## src/rtl/nic_defines.svh

```systemverilog
`ifndef NIC_DEFINES_SVH
`define NIC_DEFINES_SVH

// --------------------
// Receive buffer geometry
// --------------------
`define NIC_BUF_ADDR_BITS   9      // 512 qwords in the ring
`define NIC_QWORD_BITS      64     // One MAC beat
`define NIC_BYTE_LANES      8      // Byte-valid lanes per beat

// --------------------
// Host request shaping
// --------------------
`define NIC_MAX_TLP_QWORDS  16     // Largest read request
`define NIC_TLP_TIMEOUT     64     // Idle cycles before tail flush

// --------------------
// Instrumentation
// --------------------
`define NIC_STAT_BITS       32     // Frame counter width

`endif

```

## src/rtl/nic_pkg.sv

```systemverilog
`include "nic_defines.svh"

package nic_pkg;

    // --------------------
    // Data and address widths
    // --------------------
    typedef logic [`NIC_BUF_ADDR_BITS-1:0] buf_addr_t;    // Ring index
    typedef logic [`NIC_QWORD_BITS-1:0]    qword_t;       // Payload beat
    typedef logic [`NIC_BYTE_LANES-1:0]    byte_valid_t;  // MAC lane enables

    // Counts 0 to 16 inclusive
    typedef logic [$clog2(`NIC_MAX_TLP_QWORDS+1)-1:0] tlp_qwords_t;

    typedef logic [`NIC_STAT_BITS-1:0]     frame_count_t; // Statistics

    // --------------------
    // State machines
    // --------------------
    typedef enum logic [1:0] {
        WR_IDLE,                   // Between frames
        WR_FRAME,                  // Storing qwords
        WR_DROP                    // Discarding rest of frame
    } wr_state_t;

    typedef enum logic {
        TRIG_IDLE,                 // Watching committed data
        TRIG_WAIT_ACK              // Request held for host
    } trig_state_t;

endpackage

```

## src/rtl/rx_frame_writer.sv

```systemverilog
`timescale 1ns/1ps

module rx_frame_writer
    import nic_pkg::*;
(
    input  logic         xaui_clk_156_25_out,
    input  logic         reset_n,
    // MAC receive beats
    input  qword_t       rx_data,
    input  byte_valid_t  rx_data_valid,
    input  logic         rx_good_frame,         // End of frame, FCS ok
    input  logic         rx_bad_frame,          // End of frame, discard
    // Host read progress
    input  logic         rd_addr_updated,       // Strobe
    input  buf_addr_t    committed_rd_address,  // Next unconsumed qword
    // Buffer write port
    output logic         wr_en,
    output buf_addr_t    wr_addr,
    output qword_t       wr_data,
    // Toward TLP trigger
    output buf_addr_t    committed_wr_address,  // One past last good frame
    // Instrumentation
    output frame_count_t good_frames,
    output frame_count_t bad_frames,
    output frame_count_t dropped_frames
);

    wr_state_t  wr_state;       // Frame FSM
    buf_addr_t  wr_ptr;         // Working write pointer
    buf_addr_t  rd_ptr_q;       // Last host read pointer seen
    buf_addr_t  next_wr_ptr;    // Pointer after this qword
    logic       qword_in;       // Any lane valid
    logic       frame_end;      // Good or bad strobe
    logic       buffer_full;    // Next write would catch the host
    logic       accept_qword;   // Qword goes to RAM

    // --------------------
    // Beat decode and full test
    // --------------------
    assign qword_in    = |rx_data_valid;         // Whole qword stored
    assign frame_end   = rx_good_frame | rx_bad_frame;
    assign next_wr_ptr = wr_ptr + 1'b1;          // Wraps at 512
    assign buffer_full = (next_wr_ptr == rd_ptr_q);

    // Strobes never share a cycle with data, priority kept anyway
    assign accept_qword = qword_in && !frame_end && !buffer_full &&
                          (wr_state != WR_DROP);

    // Write port follows the MAC beat directly
    assign wr_en   = accept_qword;
    assign wr_addr = wr_ptr;
    assign wr_data = rx_data;

    // --------------------
    // Host read pointer
    // --------------------
    always_ff @(posedge xaui_clk_156_25_out or negedge reset_n) begin
        if (!reset_n) begin
            rd_ptr_q <= '0;                      // Ring starts empty
        end else if (rd_addr_updated) begin
            rd_ptr_q <= committed_rd_address;    // Sampled on strobe only
        end
    end

    // --------------------
    // Frame FSM
    // --------------------
    always_ff @(posedge xaui_clk_156_25_out or negedge reset_n) begin
        if (!reset_n) begin
            wr_state             <= WR_IDLE;
            wr_ptr               <= '0;
            committed_wr_address <= '0;
        end else begin
            case (wr_state)
                WR_IDLE, WR_FRAME: begin
                    if (rx_good_frame) begin
                        committed_wr_address <= wr_ptr;   // Publish frame
                        wr_state             <= WR_IDLE;
                    end else if (rx_bad_frame) begin
                        wr_ptr   <= committed_wr_address; // Rewind
                        wr_state <= WR_IDLE;
                    end else if (qword_in) begin
                        if (buffer_full) begin
                            wr_state <= WR_DROP;          // No room, give up frame
                        end else begin
                            wr_ptr   <= next_wr_ptr;
                            wr_state <= WR_FRAME;
                        end
                    end
                end

                WR_DROP: begin
                    // Either strobe closes a dropped frame
                    if (frame_end) begin
                        wr_ptr   <= committed_wr_address;
                        wr_state <= WR_IDLE;
                    end
                end

                default: begin
                    wr_state <= WR_IDLE;
                end
            endcase
        end
    end

    // --------------------
    // Frame counters
    // --------------------
    always_ff @(posedge xaui_clk_156_25_out or negedge reset_n) begin
        if (!reset_n) begin
            good_frames    <= '0;
            bad_frames     <= '0;
            dropped_frames <= '0;
        end else begin
            if (wr_state == WR_DROP && frame_end) begin
                dropped_frames <= dropped_frames + 1'b1;  // Counted once only
            end else if (rx_good_frame) begin
                good_frames <= good_frames + 1'b1;        // Same edge as commit
            end else if (rx_bad_frame) begin
                bad_frames <= bad_frames + 1'b1;          // Same edge as rewind
            end
        end
    end

endmodule

```

## config.mk

```make
export PLATFORM = sky130hd
export DESIGN_NAME = rx_frame_writer
export DESIGN_NICKNAME = d
export VERILOG_FILES = /design/src/rtl/nic_pkg.sv /design/src/rtl/rx_frame_writer.sv
export VERILOG_INCLUDE_DIRS = /design/src /design/src/rtl
export SDC_FILE = /design/constraint.sdc
export NUM_CORES = 1
export LEC_CHECK = 0
export ABC_AREA = 0
export BUFFER_PORTS_ARGS = -buffer_cell sky130_fd_sc_hd__buf_2
export CORE_UTILIZATION = 49
export CTS_CLUSTER_DIAMETER = 150
export DETAILED_ROUTE_END_ITERATION = 7
export PLACE_DENSITY = 0.81
export SKIP_LAST_GASP = 1
export SLEW_MARGIN = 20
export SYNTH_ARGS = -nofsm -noshare
export SYNTH_HDL_FRONTEND = slang
export SYNTH_SLANG_ARGS = --single-unit
```

## constraint.sdc

```tcl
create_clock -name xaui_clk_156_25_out -period 3.2 [get_ports xaui_clk_156_25_out]
set_input_delay 0.16 -clock xaui_clk_156_25_out [delete_from_list [all_inputs] [get_ports xaui_clk_156_25_out]]
set_output_delay 0.16 -clock xaui_clk_156_25_out [all_outputs]
set_load 0.05 [all_outputs]
```

[Word-level counts from Yosys, hierarchy flattened]
Cells that the tools add are included.
Word-level totals
  word-level logic and storage cells: 50
  register bits after elaboration: 125
Operators by class
  multiplexer cells: 12
  eq/ne operators: 9
  reductions and logical operators: 15
  bitwise logic cells: 3
  $add $sub $neg: 4
Operator list (number)
  $add 32x1->32 const B: 3
  $mux 9: 5
  $pmux 9 s2: 1
  $mux 2: 5
  $add 9x1->9 const B: 1
  $eq 9x9->1: 1
  $reduce_or 8->1: 1
  $ne 2x2->1 const B: 3
  $ne 3x3->1 const B: 2
  $reduce_and 2->1: 3
  $reduce_and 5->1: 1
  $logic_and 1x1->1: 4
  $ne 4x4->1 const B: 1
  $pmux 2 s2: 1
  $reduce_and 3->1: 1
  $eq 2x1->1 const B: 1
  $eq 2x2->1 const B: 1
  $logic_not 1->1: 2
  $logic_not 2->1: 1
  $not 1->1: 2
  $reduce_bool 2->1: 1
  $reduce_or 2->1: 1
  $or 1x1->1: 1

[Longest topological paths before layout]
  word-level depth: 7
  depth in mapped cells: 8
  mapped depth without buffers: 7

[Worst setup path after synthesis]
Ideal clock, no wire load.
  path kind: reg2out
  from: register wr_ptr[0] (netlist: wr_addr[0])
  to: output port wr_en
  required time: 3.040 ns
  slack: -0.917 ns
  stages on the path, launching flop included: 9
  arrival time: 3.957 ns
  path through: dfrtp_1 -> ha_1 -> nand2_2 -> or3_1 -> and4_1 -> o31ai_1 -> or2_0 -> buf_2 -> nor4b_1
Between the ends
  word-level cells in the longest chain between the ends: 5
RTL lines
  start, declared: RTL line rx_frame_writer.sv:29  | buf_addr_t wr_ptr;
  start signal, assigned: RTL line rx_frame_writer.sv:80  | wr_ptr <= committed_wr_address;
  start signal, assigned: RTL line rx_frame_writer.sv:86  | wr_ptr <= next_wr_ptr;
  start signal, assigned: RTL line rx_frame_writer.sv:95  | wr_ptr <= committed_wr_address;
  $add 9x1->9: RTL line rx_frame_writer.sv:42  | assign next_wr_ptr = wr_ptr + 1'b1;
  $eq 9x9->1: RTL line rx_frame_writer.sv:43  | assign buffer_full = (next_wr_ptr == rd_ptr_q);
  $logic_not 1->1: RTL line rx_frame_writer.sv:46  | assign accept_qword = qword_in && !frame_end && !buffer_full &&
  $logic_and 1x1->1 (2 in series): RTL line rx_frame_writer.sv:46
  end, declared: RTL line rx_frame_writer.sv:17  | output logic wr_en,
No other way between the ends.

[Final worst setup path]
  from: register wr_ptr[1] (netlist: wr_addr[1])
  to: output port wr_en
The elaborated chain is that of the path after synthesis.

==> metrics <==
outcome=finished clean; global placement routability congestion=0.8374; fin crit period=3.067 ns; Syn. warnings=0; initial antenna violation count=1; Tot GR Track Use=21.70%; non-filler cells, final=873; part of the power in registers=36.3%; CTS tree=yes; number of synthesized flops with an enable pin=0; worst-skew pair later-pin latency=0.41 ns; Detail Route Antenna Nets=0; ys async rst share=100.0%; vias in the first global route=4538; DR WL/cell=15.79 um; final core utilization=59.73%; CP max stage cell=or4_4; WP buf/inv=1; Port-buffer cells=136; crit path DAT=2.91 ns; Final Instance Area=7537 um^2; Site Rows=41; core area=12620 um^2; Yosys top cell by area=dfrtp_1; post-synth net total=684; Worst VDD drop=0.5890 mV; clock slew at reported path FFs=0.05 ns; H-tree levels=4; Num Clock Sinks=125; die height=115.7 um; 1st-iter DRT viols=294; clock buffer depth=2; boundary pin count=265; relative slew slack=36.75%; Required @ worst endpoint=3.04 ns; Tot Pwr=0.005598 W; first-pass GRT wire length=22260 um; Pleak=3.680 nW; combinational power share=27.2%; Layout area overhead=18.91%; clock share of power=36.5%; CP Cell Sequence=ha_4 -> nand2_2 -> or4_4 -> a2111oi_4 -> o31ai_1 -> or2_4 -> nor4b_4 -> clkbuf_4; final wirelength=13790 um; worst hold path class=in -> reg; Fin Setup TNS=0 ns; Placed Area=6768 um^2; CP Class=reg -> out; CTS Root Cell=clkbuf_16; main flop type after synthesis=dfrtp_1; Final period util=95.83%; Slew Viols, Final=0; MaxCap Viol Count=0; Detail Placement HPWL=9755 um; Sw Pwr=0.002008 W; Setup violations, final=0; # diodes=0; via count=4697; CP peak stage delay=0.58 ns; DRT Pass-1 Iters=4; Fin. Hold Viols=0; power density cells=742.8 nW/um^2; Post-Synthesis Cell Area=6339 um^2; Synth top area share=49.35%; pin slew with the least headroom to its limit=0.9453 ns; Post-Place Cells=830; Synth Area per Inst=10.67 um^2; vias per cell=5.380; DIE WIDTH=115.7 um; clk_skew=0.005867 ns; Crit. End Element=output port; Syn Inst Count=594; Initial Util=50.23%; CP Launch Type=flop; fmax=326.1 MHz; kind of cell adding the most delay to the critical path=simple AND/OR/NAND/NOR gates; critical path peak fanout=10; DRC viols=0; switching share of power=35.87%; synthesized flop and latch total=125; share of layout cells above drive strength 1=29.53%; Distinct cells, synth=44; CTS Buf Count=17; Nets=779; GRT overflow=0; ranking of synthesized cells by area=dfrtp_1 (49%), xnor2_1 (9.8%), buf_4 (7.9%), xor2_1 (4.6%), mux2_2 (3.4%); die area=13390 um^2; sequential area share after synthesis=49.35%; cell-internal power=0.003590 W; largest net degree at the start of global routing=67
==> metal layers <==
| metal | GRT usage (%) | vias to the layer above | share of wire (%) |
|---|---|---|---|
| met5 | 0 | - | 0.094 |
| met4 | 8.205 | 2 | 1.6 |
| met1 | 26.35 | 2283 | 43 |
| li1 | - | 2188 | - |
| met3 | 8.577 | 22 | 7.2 |
| met2 | 34.89 | 202 | 48 |
==> kinds of logic after synthesis <==
family / count (synthesis) / share of synthesized area, %
AO/OA/AOI/OAI: 36 / 4.382
XOR/XNOR: 104 / 14.37
adder cells (fa/ha/maj): 4 / 0.7896
buffers and inverters: 82 / 8.843
flip-flops: 125 / 49.35
multiplexers: 21 / 3.691
AND/OR/NAND/NOR: 222 / 18.58
==> layout make-up <==
| class | count | area (um^2) |
|---|---|---|
| clock buffers | 21 | 470.5 |
| inverters | 3 | 11.26 |
| fillers | 1087 | 5082 |
| repair buffers | 155 | 865.8 |
| flip-flops and latches | 125 | 3133 |
| clock inverters | 10 | 161.4 |
| well taps | 172 | 215.2 |
| multi-input cells | 387 | 2680 |
==> sequential cells by signal, indices dropped and copies added, names as in the netlist <==
register              cells
committed_wr_address      9
wr_addr                   9
dropped_frames           32
bad_frames               32
good_frames              32
wr_state                  2
rd_ptr_q                  9
==> through the flow <==
stage               worst slack (ns)  hold slack (ns)
floorplan                     0.1064          -0.1356
finish                        0.1335          0.07829
global placement              0.1673           0.2674
detailed placement           0.05158           0.2819
global route               -0.004086          0.09573
CTS                          0.02449          0.05295
==> worst min-delay path, stage by stage <==
cell	delay (ns)
buf_2	0.13
nor3_1	0.06
o31ai_1	0.06
nor2_1	0.04
==> what timing repair did <==
item                                    4_1_cts  5_1_grt
endpoints found under the setup margin        1        1
hold buffers                                 10        0
gates resized for setup                       4        5
setup buffers                                 0        2
endpoints found under the hold margin        68        0
==> cell usage after synthesis (15+ instances only) <==
cell     count
and3_1      18
and4_1      15
buf_4       67
dfrtp_1    125
mux2_2      19
nand2_1     49
nand3_1     36
nand4_1     19
nor2_1      35
xnor2_1     71
xor2_1      33
==> power groups by stage <==
| stage | Sequential (W) | Clock [W] | Combinational (W) |
|---|---|---|---|
| 2_1_floorplan | 0.00258 | 0 | 0.000767 |
| 3_3_place_gp | 0.00203 | 0 | 0.00146 |
| 6_report | 0.00203 | 0.00204 | 0.00152 |
| 4_1_cts | 0.00203 | 0.00209 | 0.00150 |
| 5_1_grt | 0.00207 | 0.00216 | 0.00161 |
| 3_5_place_dp | 0.00205 | 0 | 0.00148 |
==> layout by cell type, fill, tap and decap left out, types with 15 or more instances in the layout <==
| cell type | instances |
|---|---|
| and3_1 | 18 |
| and4_1 | 15 |
| buf_2 | 134 |
| clkbuf_16 | 17 |
| dfrtp_1 | 121 |
| mux2_2 | 19 |
| nand2_1 | 49 |
| nand3_1 | 36 |
| nand4_1 | 19 |
| nor2_1 | 35 |
| xnor2_1 | 71 |
| xor2_1 | 33 |
==> worst paths after layout <==
check | start | to | slack, ns | depth (start not counted)
max in group asynchronous | reset_n | wr_addr[3] | 1.97 | 3
worst max register to register | wr_addr[1] | wr_state[1] | 0.51 | 8
worst max-delay path | wr_addr[1] | wr_en | 0.13 | 8
min in group asynchronous | reset_n | dropped_frames[25] | 0.36 | 2
worst min-delay path | rx_bad_frame | wr_state[0] | 0.08 | 4
worst min register to register | dropped_frames[31] | dropped_frames[31] | 0.47 | 1
Power figures use the tool's default switching activity.
