### src/rtl/nic_defines.svh
`ifndef NIC_DEFINES_SVH
`define NIC_DEFINES_SVH

// --------------------
// Receive buffer geometry
// --------------------
`define NIC_BUF_ADDR_BITS   9      // 512 qwords in the ring
`define NIC_QWORD_BITS      64     // One MAC beat
`define NIC_BYTE_LANES      8      // Byte-valid lanes per beat

// --------------------
// Host request shaping
// --------------------
`define NIC_MAX_TLP_QWORDS  16     // Largest read request
`define NIC_TLP_TIMEOUT     64     // Idle cycles before tail flush

// --------------------
// Instrumentation
// --------------------
`define NIC_STAT_BITS       32     // Frame counter width

`endif

### src/rtl/nic_pkg.sv
`include "nic_defines.svh"

package nic_pkg;

    // --------------------
    // Data and address widths
    // --------------------
    typedef logic [`NIC_BUF_ADDR_BITS-1:0] buf_addr_t;    // Ring index
    typedef logic [`NIC_QWORD_BITS-1:0]    qword_t;       // Payload beat
    typedef logic [`NIC_BYTE_LANES-1:0]    byte_valid_t;  // MAC lane enables

    // Counts 0 to 16 inclusive
    typedef logic [$clog2(`NIC_MAX_TLP_QWORDS+1)-1:0] tlp_qwords_t;

    typedef logic [`NIC_STAT_BITS-1:0]     frame_count_t; // Statistics

    // --------------------
    // State machines
    // --------------------
    typedef enum logic [1:0] {
        WR_IDLE,                   // Between frames
        WR_FRAME,                  // Storing qwords
        WR_DROP                    // Discarding rest of frame
    } wr_state_t;

    typedef enum logic {
        TRIG_IDLE,                 // Watching committed data
        TRIG_WAIT_ACK              // Request held for host
    } trig_state_t;

endpackage

### src/rtl/rx_tlp_trigger.sv
`timescale 1ns/1ps
`include "nic_defines.svh"

module rx_tlp_trigger
    import nic_pkg::*;
(
    input  logic        xaui_clk_156_25_out,
    input  logic        reset_n,
    // From frame writer
    input  buf_addr_t   committed_wr_address,  // Level, one past newest frame
    // Host handshake
    input  logic        trigger_tlp_ack,       // One-cycle strobe
    output logic        trigger_tlp,           // Held until ack
    output tlp_qwords_t qwords_to_send         // Stable while trigger high
);

    localparam int TIMER_BITS = $clog2(`NIC_TLP_TIMEOUT + 1);

    trig_state_t           trig_state;
    buf_addr_t             sent_ptr;          // First qword not yet requested
    buf_addr_t             wr_addr_q;         // Previous committed address
    buf_addr_t             pending;           // Committed but not requested
    logic [TIMER_BITS-1:0] idle_cnt;          // Cycles with no new commit
    logic                  addr_changed;      // Writer committed a frame
    logic                  full_ready;        // A whole request is waiting
    logic                  tail_ready;        // Partial tail has timed out

    // --------------------
    // Pending data
    // --------------------
    assign pending      = committed_wr_address - sent_ptr;   // Modulo 512
    assign addr_changed = (committed_wr_address != wr_addr_q);
    assign full_ready   = (pending >= buf_addr_t'(`NIC_MAX_TLP_QWORDS));
    assign tail_ready   = (pending != '0) &&
                          (idle_cnt == TIMER_BITS'(`NIC_TLP_TIMEOUT));

    // Track commits for the idle timer
    always_ff @(posedge xaui_clk_156_25_out or negedge reset_n) begin
        if (!reset_n) begin
            wr_addr_q <= '0;
        end else begin
            wr_addr_q <= committed_wr_address;
        end
    end

    // --------------------
    // Request FSM
    // --------------------
    always_ff @(posedge xaui_clk_156_25_out or negedge reset_n) begin
        if (!reset_n) begin
            trig_state     <= TRIG_IDLE;
            sent_ptr       <= '0;           // Requests start at address 0
            idle_cnt       <= '0;
            trigger_tlp    <= 1'b0;
            qwords_to_send <= '0;
        end else begin
            case (trig_state)
                TRIG_IDLE: begin
                    if (full_ready) begin
                        trigger_tlp    <= 1'b1;     // Full request right away
                        qwords_to_send <= tlp_qwords_t'(`NIC_MAX_TLP_QWORDS);
                        idle_cnt       <= '0;
                        trig_state     <= TRIG_WAIT_ACK;
                    end else if (tail_ready) begin
                        trigger_tlp    <= 1'b1;     // Flush short tail
                        qwords_to_send <= tlp_qwords_t'(pending);
                        idle_cnt       <= '0;
                        trig_state     <= TRIG_WAIT_ACK;
                    end else if (addr_changed || pending == '0) begin
                        idle_cnt <= '0;             // Restart quiet period
                    end else if (idle_cnt != TIMER_BITS'(`NIC_TLP_TIMEOUT)) begin
                        idle_cnt <= idle_cnt + 1'b1;
                    end
                end

                TRIG_WAIT_ACK: begin
                    // Host may stall here without limit
                    if (trigger_tlp_ack) begin
                        trigger_tlp <= 1'b0;
                        sent_ptr    <= sent_ptr + buf_addr_t'(qwords_to_send);
                        idle_cnt    <= '0;
                        trig_state  <= TRIG_IDLE;   // Low for at least a cycle
                    end
                end

                default: begin
                    trig_state  <= TRIG_IDLE;
                    trigger_tlp <= 1'b0;
                end
            endcase
        end
    end

endmodule

### config.mk
export PLATFORM = sky130hd
export DESIGN_NAME = rx_tlp_trigger
export DESIGN_NICKNAME = d
export VERILOG_FILES = /design/src/rtl/nic_pkg.sv /design/src/rtl/rx_tlp_trigger.sv
export VERILOG_INCLUDE_DIRS = /design/src /design/src/rtl
export SDC_FILE = /design/constraint.sdc
export NUM_CORES = 1
export LEC_CHECK = 0
export BUFFER_PORTS_ARGS = -buffer_cell sky130_fd_sc_hd__buf_2
export CELL_PAD_IN_SITES_DETAIL_PLACEMENT = 2
export CELL_PAD_IN_SITES_GLOBAL_PLACEMENT = 2
export CORE_ASPECT_RATIO = 0.7
export CORE_MARGIN = 5
export CORE_UTILIZATION = 39
export DETAILED_ROUTE_END_ITERATION = 12
export HOLD_SLACK_MARGIN = 0.03
export PLACE_DENSITY_LB_ADDON = 0.1
export SETUP_SLACK_MARGIN = 0.5
export SYNTH_ARGS = -nofsm -noshare
export SYNTH_HDL_FRONTEND = slang
export SYNTH_SLANG_ARGS = --single-unit
### constraint.sdc
create_clock -name xaui_clk_156_25_out -period 5.06 [get_ports xaui_clk_156_25_out]
set_input_delay 1.012 -clock xaui_clk_156_25_out [delete_from_list [all_inputs] [get_ports xaui_clk_156_25_out]]
set_output_delay 1.012 -clock xaui_clk_156_25_out [all_outputs]
set_load 0.01 [all_outputs]
## After elaboration in Yosys (flattened, before gate mapping)

Cells that the tools add are included.

| storage, ports and cells | value |
|---|---|
| register bits | 32 |
| input port bits | 12 |
| logic and storage cells | 42 |

| operators by class | value |
|---|---|
| bitwise logic cells | 1 |
| eq/ne operators | 6 |
| $lt $le $gt $ge | 1 |
| add/subtract/negate cells | 3 |
| multiplexer cells | 16 |
| reductions and logical operators | 9 |

Operators with widths:

| cell | number |
|---|---|
| two-way mux 7 bit | 5 |
| one-hot mux 7 bit (2 select lines) | 1 |
| two-way mux 5 bit | 2 |
| adder 9 x 5 -> 9 bit | 1 |
| >= comparator 9 x 5 -> 1 bit (second input constant) | 1 |
| logical NOT 9 bit | 1 |
| inequality test 9 bit | 1 |
| nonzero test 9 bit | 1 |
| subtractor 9 bit | 1 |
| AND reduction 2 bit | 4 |
| adder 7 x 1 -> 7 bit (second input constant) | 1 |
| == test 7 bit (second input constant) | 1 |
| inequality test 7 bit (second input constant) | 1 |
| two-way mux 1 bit | 6 |
| inequality test 5 bit (second input constant) | 1 |
| one-hot mux 1 bit (2 select lines) | 2 |
| inequality test 3 bit (second input constant) | 1 |
| inequality test 2 bit (second input constant) | 1 |
| nonzero test 2 bit | 1 |
| logical AND 1 bit | 1 |
| logical OR 1 bit | 1 |
| inverter 1 bit | 1 |

## Longest topological paths before layout

Gate-level depths: netlist of the first run.

| logic depth | value |
|---|---|
| word-level depth | 7 |
| mapped depth | 9 |
| depth with buffers taken out | 9 |

## Worst setup path after synthesis of the first run

No wires, ideal clock.

| path | value |
|---|---|
| path type | input port to flip-flop |
| from | input port committed_wr_address[2] |
| to | register trigger_tlp |
| cell stages on the path | 7 |
| library setup time | 126 ps |
| setup slack | 2121 ps |
| required time | 4934 ps |
| arrival | 2813 ps |
| cell sequence | ha_1 -> nor2b_1 -> o21a_1 -> or4b_4 -> a21oi_4 -> nand3_2 -> o32a_1 |

| between the ends | value |
|---|---|
| cells in the longest elaborated chain, start to end | 5 |
| elaborated cells on any way between the ends | 8 |
| classes of those cells | 1 x add/sub; 1 x order compare; 1 x eq/ne; 2 x mux; 3 x reduce/logical |

Ends and longest elaborated chain:

| item | RTL line | RTL |
|---|---|---|
| start: declaration | rx_tlp_trigger.sv:10 | `input buf_addr_t committed_wr_address,` |
| subtractor 9 bit * | rx_tlp_trigger.sv:31 | `assign pending = committed_wr_address - sent_ptr;` |
| branches (longest 4 deep; another with >= comparator 9 x 5 -> 1 bit) | -- |  |
| end signal: assignment | rx_tlp_trigger.sv:54 | `trigger_tlp <= 1'b0;` |
| end signal: assignment | rx_tlp_trigger.sv:60 | `trigger_tlp <= 1'b1;` |
| end signal: assignment | rx_tlp_trigger.sv:65 | `trigger_tlp <= 1'b1;` |
| end: declaration | rx_tlp_trigger.sv:13 | `output logic trigger_tlp,` |

Mark *: on every way between the ends.
A chain may end at the register's enable or synchronous reset.

## Worst setup path after layout of the first run

| path | value |
|---|---|
| from | input port committed_wr_address[0] |
| to | register qwords_to_send[3] |

| between the ends | value |
|---|---|
| cells in the longest elaborated chain, start to end | 5 |
| elaborated cells on any way between the ends | 8 |
| classes of those cells | 1 x add/sub; 1 x order compare; 2 x mux; 4 x reduce/logical |

Ends and longest elaborated chain:

| item | RTL line | RTL |
|---|---|---|
| subtractor 9 bit * | rx_tlp_trigger.sv:31 |  |
| branches (longest 4 deep; another with >= comparator 9 x 5 -> 1 bit) | -- |  |
| end signal: assignment | rx_tlp_trigger.sv:61 | `` qwords_to_send <= tlp_qwords_t'(`NIC_MAX_TLP_QWORDS); `` |
| end signal: assignment | rx_tlp_trigger.sv:66 | `qwords_to_send <= tlp_qwords_t'(pending);` |
| end: declaration | rx_tlp_trigger.sv:14 | `output tlp_qwords_t qwords_to_send` |

Mark *: on every way between the ends. The select of a mux whose other input is x is not followed.

==> impl_metrics.ini, run 1 <==
[outcome]
status = finished, final reports clean

[yosys]
syn_area_per_cell_sq_um = 9.74
syn_inst = 202
seq_area_frac_synth_pct = 40.7
ys_ff_latch = 32
yosys.area_share.simple_pct = 15.9
synth_edf_count = 0
synthMuxAreaShare_pct = 0.572
ys.flop_type = dfrtp_1
synth_compound_area_share_pct = 16.7
synth_xor_area_share_pct = 9.79
yosys_warnings = 0
synth_top_family_by_area = compound AO/OA/AOI/OAI gates
synth_fp_nets = 231
synth_adder_area_share_pct = 11.6
syn-cell-area_sq_mm = 0.00197
synth.distinct_cells = 44
synthArstFlopShare_pct = 100

[critical_path]
crit_path_start_kind = input pin
crit_type = input pin to flop
timing.rr.start = sent_ptr[0]
crit_fanout = 6
cpMaxStageDelayCell = a41oi_1
cp-end-kind = flop
max_stage_delay_ps = 520
startpoint = committed_wr_address[0]
worst_ep_arrival_time_ps = 3300
cp.required_ps = 5210
path_cells = buf_2, inv_1, ha_1, fa_1, nor2b_1, o21ai_1, a31oi_1, o2111ai_1, a41oi_1, o22ai_1

[clocking]
cts_sinks = 32
clk_pin_slew_ps = 70
hold_buffers = 0
post_cts_resize_count = 0
clkLatencyLatePin_ps = 300
numCtsBuffers = 5
cts_htree_levels = 2
cts_tree = built
clock-root-buffer = clkbuf_8
clock_path_buffers = 2
post_cts_buffers = 0

[routing]
first_pass_iters = 5
postRouteWirelength_microns = 5130
wire_per_inst_microns = 17.5
route.detailed.drc = 0
via_count = 1554
drtIter0Drc = 51
drtAntennaViolNets = 0
via_per_inst = 5.30

[timing]
fin_crit_sh_pct = 62.1
fin_crit_ps = 3140
finalClockSkew_ps = 6.08
hold_ws_ps = 513
rsz0062_at_grt = false
slew_headroom_pct = 49.4
tightest_slew_ps = 760
finalSetupViolCount = 0
clock.fmax_mhz = 318
fin_setup_tns_ps = 0
hold_viol = 0
slew_viol_final = 0

[global_routing]
grt.overflow.total = 0
grt.total_usage_pct = 17.4
grt_pass1_vias = 1765
antenna_found_initial = 0
grt_max_degree = 33
grt_first_pass_wirelength_microns = 8910

[placed_design]
dp_hpwl_microns = 4000
place_inst = 285
routabilityCongestion = 0.795
numPortBuffers = 17
place_area_sq_mm = 0.00213

[cells_and_area]
final_cell_mix = 32 x dfrtp_1, 22 x inv_1, 17 x buf_2
final_area_sq_mm = 0.00222
drive_gt1_share_pct = 13.8
fillers = 536
instances_no_fill = 293
area_growth_pct = 12.8
num_antenna_cells = 0
final_common_cell = dfrtp_1
nNetsFinal = 252

[die]
core_sq_mm = 0.00483
die_h_microns = 69.4
io_pins = 18
die_area_sq_mm = 0.00659
initial_utilization_pct = 40.7
die_w_microns = 94.9
fp-row-count = 21

[pwr]
powerDensity_mw_per_mm2 = 383
power_mw = 0.851
leakage_nw = 0.981
ir_drop_mv = 0.139

[hold_path]
hold_start = sent_ptr[8]
hp-class = flop to flop

[job]
cap_violations = 0
[cells by family after synthesis]
family          after synthesis
fa+ha+maj                    17
flops                        32
simple gates                 55
buf+inv                      25
compound gates               50
xor+xnor                     22
mux                           1
[cell usage after synthesis, types with 3 or more instances]
library cell / n / area share [%]
o22ai_1: 6 / 1.9
clkbuf_1: 3 / 0.57
a31oi_1: 3 / 0.95
dfrtp_1: 32 / 41
xnor2_1: 8 / 3.6
nand3_1: 3 / 0.76
nand2_1: 13 / 2.5
nor2_1: 10 / 1.9
o21ai_1: 4 / 1.0
ha_1: 15 / 9.5
o21ai_0: 8 / 2.0
nand4_1: 5 / 1.6
and2_1: 3 / 0.95
inv_1: 22 / 4.2
nor4_1: 4 / 1.3
xor2_1: 14 / 6.2
a21oi_1: 11 / 2.8
nand2b_1: 3 / 0.95
[area by class of cell]
class	count	area (sq um)	area share (%)
multi-input cells	145	1070	48.3
flip-flops and latches	32	801	36.1
well taps	69	86.3	3.89
repair buffers	17	85.1	3.83
clock buffers	6	82.6	3.72
inverters	22	82.6	3.72
clock inverters	2	10.0	0.451
[power breakdown]
part / switching [mW] / internal, mW / total [mW]
combinational: 0.208 / 0.128 / 0.335
clock: 0.101 / 0.108 / 0.209
sequential: 0.0214 / 0.286 / 0.307
total: 0.330 / 0.522 / 0.851
[per-layer routing]
metal / global-route usage (%) / share of wire [%] / up-vias / wire length (microns)
met4: 4.80 / 0.57 / 0 / 29
li1: - / - / 757 / -
met1: 23.4 / 48 / 773 / 2440
met2: 27.7 / 48 / 20 / 2480
met5: 0 / 0 / - / 0
met3: 4.34 / 3.6 / 4 / 185
[flip-flops by register name, indices dropped and copies added, names as in the netlist]
signal / flops
sent_ptr: 9
wr_addr_q: 9
idle_cnt: 7
qwords_to_send: 5
trig_state: 1
trigger_tlp: 1
[worst paths after layout]
check	end	slack, ps	cells past startpoint
max	qwords_to_send[3]	1920	10
min	sent_ptr[8]	510	1
max reg2reg	qwords_to_send[3]	2380	8
min reg2reg	sent_ptr[8]	510	1
max in group asynchronous	idle_cnt[3]	3790	1
min in group asynchronous	qwords_to_send[3]	790	1
[worst max-delay path: cells and delay by family]
family,cells,cell delay (ps)
AOI/OAI and AO/OA,5,1270
and+or+nand+nor,1,240
adders and majority gates,2,630
buffers and inverters,2,150
[per-stage QoR]
step           worst slack [ps]  util [%]
5_1_grt                    1630      45.9
2_1_floorplan              2120         -
3_5_place_dp               1630      44.0
4_1_cts                    1910      45.9
6_report                   1920      45.9
3_3_place_gp               1790      44.0
Note: power is estimated with default switching activity, not from simulation.
==> run 2: changes to the inputs <==
--- a/config.mk
+++ b/config.mk
@@ -6,12 +6,13 @@
 export SDC_FILE = /design/constraint.sdc
 export NUM_CORES = 1
 export LEC_CHECK = 0
+export ABC_AREA = 1
 export BUFFER_PORTS_ARGS = -buffer_cell sky130_fd_sc_hd__buf_2
 export CELL_PAD_IN_SITES_DETAIL_PLACEMENT = 2
 export CELL_PAD_IN_SITES_GLOBAL_PLACEMENT = 2
 export CORE_ASPECT_RATIO = 0.7
 export CORE_MARGIN = 5
-export CORE_UTILIZATION = 39
+export CORE_UTILIZATION = 32
 export DETAILED_ROUTE_END_ITERATION = 12
 export HOLD_SLACK_MARGIN = 0.03
 export PLACE_DENSITY_LB_ADDON = 0.1
==> constraint.sdc (replaced) <==
create_clock -name xaui_clk_156_25_out -period 2.75 [get_ports xaui_clk_156_25_out]
set_input_delay 0.55 -clock xaui_clk_156_25_out [delete_from_list [all_inputs] [get_ports xaui_clk_156_25_out]]
set_output_delay 0.55 -clock xaui_clk_156_25_out [all_outputs]
set_load 0.01 [all_outputs]
==> impl_metrics.ini, run 2 <==
[critical_path]
max_stage_delay_ps = 470
worst_ep_arrival_time_ps = 2370
cpMaxStageDelayCell = dfrtp_2
path_cells = ha_4, fa_2, inv_2, nand3_2, nand2_2, nand2_2, nand2_2, nand2_1, nor2_2, nand2_2, nor2_4, nand4_1, nand2_1
timing.critical_path.mode_cell = nand2_2
crit_type = flop to flop
crit_path_start_kind = flop
crit_fanout = 4
cp.required_ps = 2980
cp-end-kind = flop

[die]
die_area_sq_mm = 0.00862
die_h_microns = 79.2
io_pins = 18
initial_utilization_pct = 32.7
core_sq_mm = 0.00669
fp-row-count = 25
die_w_microns = 109

[yosys]
synth_edf_count = 0
synth_area_leaders = dfrtp_1 37%, nand2_1 12%, ha_1 8.6%
synth_commonest_cells = 69 x nand2_1, 44 x inv_1, 32 x dfrtp_1
yosysMostFrequentCell = nand2_1
synth_area_leader_cell = dfrtp_1
syn_area_per_cell_sq_um = 8.17
synth.distinct_cells = 29
ys.flop_type = dfrtp_1
seq_area_frac_synth_pct = 36.6
yosys_warnings = 0
syn_inst = 268
ys_ff_latch = 32
syn-cell-area_sq_mm = 0.00219
synthArstFlopShare_pct = 100
synth_fp_nets = 297
synth_top_cell_area_share_pct = 36.6

[cells_and_area]
final_cell_mix = 66 x nand2_1, 42 x inv_1, 30 x dfrtp_1
final_util_pct = 37.8
final_common_cell = nand2_1
nNetsFinal = 322
area_growth_pct = 15.7
reg_top3 = sent_ptr x9, wr_addr_q x9, idle_cnt x7
num_antenna_cells = 0
drive_gt1_share_pct = 25.9

[timing]
slew_headroom_pct = 46.2
hold_viol = 0
rsz0062_at_grt = true
slew_viol_final = 0
setup_ws_ps = 605
finalClockSkew_ps = 5.84
fin_crit_ps = 2150
tightest_slew_ps = 808
fin_setup_tns_ps = 0
finalSetupViolCount = 0
clock.fmax_mhz = 466
fin_crit_sh_pct = 78.0

[routing]
first_pass_iters = 4
wire_per_inst_microns = 15.7
drtIter0Drc = 39
route.detailed.drc = 0
drtAntennaViolNets = 0
via_count = 1803
via_per_inst = 4.65
postRouteWirelength_microns = 6080

[pwr]
power_mw = 2.15
power_frac_seq_pct = 28.3
switchingPower_mw = 1.00
ir_drop_mv = 0.292
comb_power_share_pct = 53.0
clkPwrFrac_pct = 18.7
powerDensity_mw_per_mm2 = 850
switching_share_pct = 46.6
leakage_nw = 1.30
power.internal_mw = 1.15

[global_routing]
grt_max_degree = 33
grt.overflow.total = 0
grt_pass1_vias = 1903
antenna_found_initial = 0
grt.total_usage_pct = 15.3
grt_first_pass_wirelength_microns = 9890

[outcome]
status = finished, final reports clean

[clocking]
clock_path_buffers = 2
cts_htree_levels = 2
cts_sinks = 32
clkLatencyLatePin_ps = 290
clock-root-buffer = clkbuf_8
cts_tree = built
clk_pin_slew_ps = 80
numCtsBuffers = 5

[hold_path]
hp-class = input pin to asynchronous set/reset pin

[placed_design]
place_ws_ps = 245
routabilityCongestion = 0.745
numPortBuffers = 17
dp_hpwl_microns = 4730

[job]
cap_violations = 0
run 2: cell types whose count changed in the layout (fill, tap and decap cells not counted), sizes merged, moves of 4 or more:
cell / before / now
nor2: 10 / 20
xor2: 14 / 10
xnor2: 8 / 4
o22ai: 6 / 2
nand3: 4 / 13
nand2: 13 / 77
nor4: 4 / 0
inv: 22 / 48
run 2: layout make-up:
type                       count  area, sq um
tap                           94          118
inverter                      49          184
fill                         813         4160
timing repair buffer          19          100
clock inverter                 2         10.0
sequential                    32          803
multi-input combinational    186         1230
clock buffer                   6         82.6
run 2: stage by stage:
step	hold slack, ps	cells	cell area, sq um
6_report	339	388	2530
5_1_grt	374	388	2530
4_1_cts	367	386	2480
3_5_place_dp	486	378	2380
3_3_place_gp	480	378	2380
2_1_floorplan	254	268	2190
run 2: worst paths after layout:
kind	from	depth (start not counted)	to	slack, ps
max in group asynchronous	reset_n	1	sent_ptr[1]	1850
min in group xaui_clk_156_25_out	committed_wr_address[0]	1	wr_addr_q[0]	380
worst min-delay path	reset_n	1	sent_ptr[6]	340
worst min register to register	sent_ptr[6]	1	sent_ptr[6]	500
worst max-delay path	sent_ptr[0]	13	qwords_to_send[3]	600
worst max register to register	sent_ptr[0]	13	qwords_to_send[3]	600
run 2: timing repair:
item / in CTS / in global routing
hold buffers: 0 / 0
endpoints found under the setup margin: 3 / 14
buffers inserted: 0 / 2
pin swaps: 2 / 8
resized for setup: 3 / 12
run 2: critical path: cells and delay by family (launching register included):
kind	cells	cell delay, ps
flip-flops	1	470
AND/OR/NAND/NOR	10	980
buffers and inverters	1	80
adder cells (fa/ha/maj)	2	560
run 2: power groups by stage:
stage	clock network [mW]	logic, mW	registers [mW]
after floorplan	0	0.827	0.611
after global placement	0	1.06	0.616
after detailed placement	0	1.09	0.619
after CTS	0.416	1.10	0.610
after global routing	0.438	1.28	0.621
final	0.402	1.14	0.609
run 2: layer usage:
layer	share of wire [%]	global-route usage, %	vias to the layer above
met3	1.8	2.92	7
met5	0	0	-
met2	42	21.5	17
li1	-	-	896
met4	1.2	4.54	0
met1	55	23.3	883
run 2: kinds of logic after synthesis:
kind of cell	synth area share, %
simple gates	30.6
buf+inv	8.92
xor+xnor	5.60
compound gates	7.89
flops	36.6
fa+ha+maj	10.4
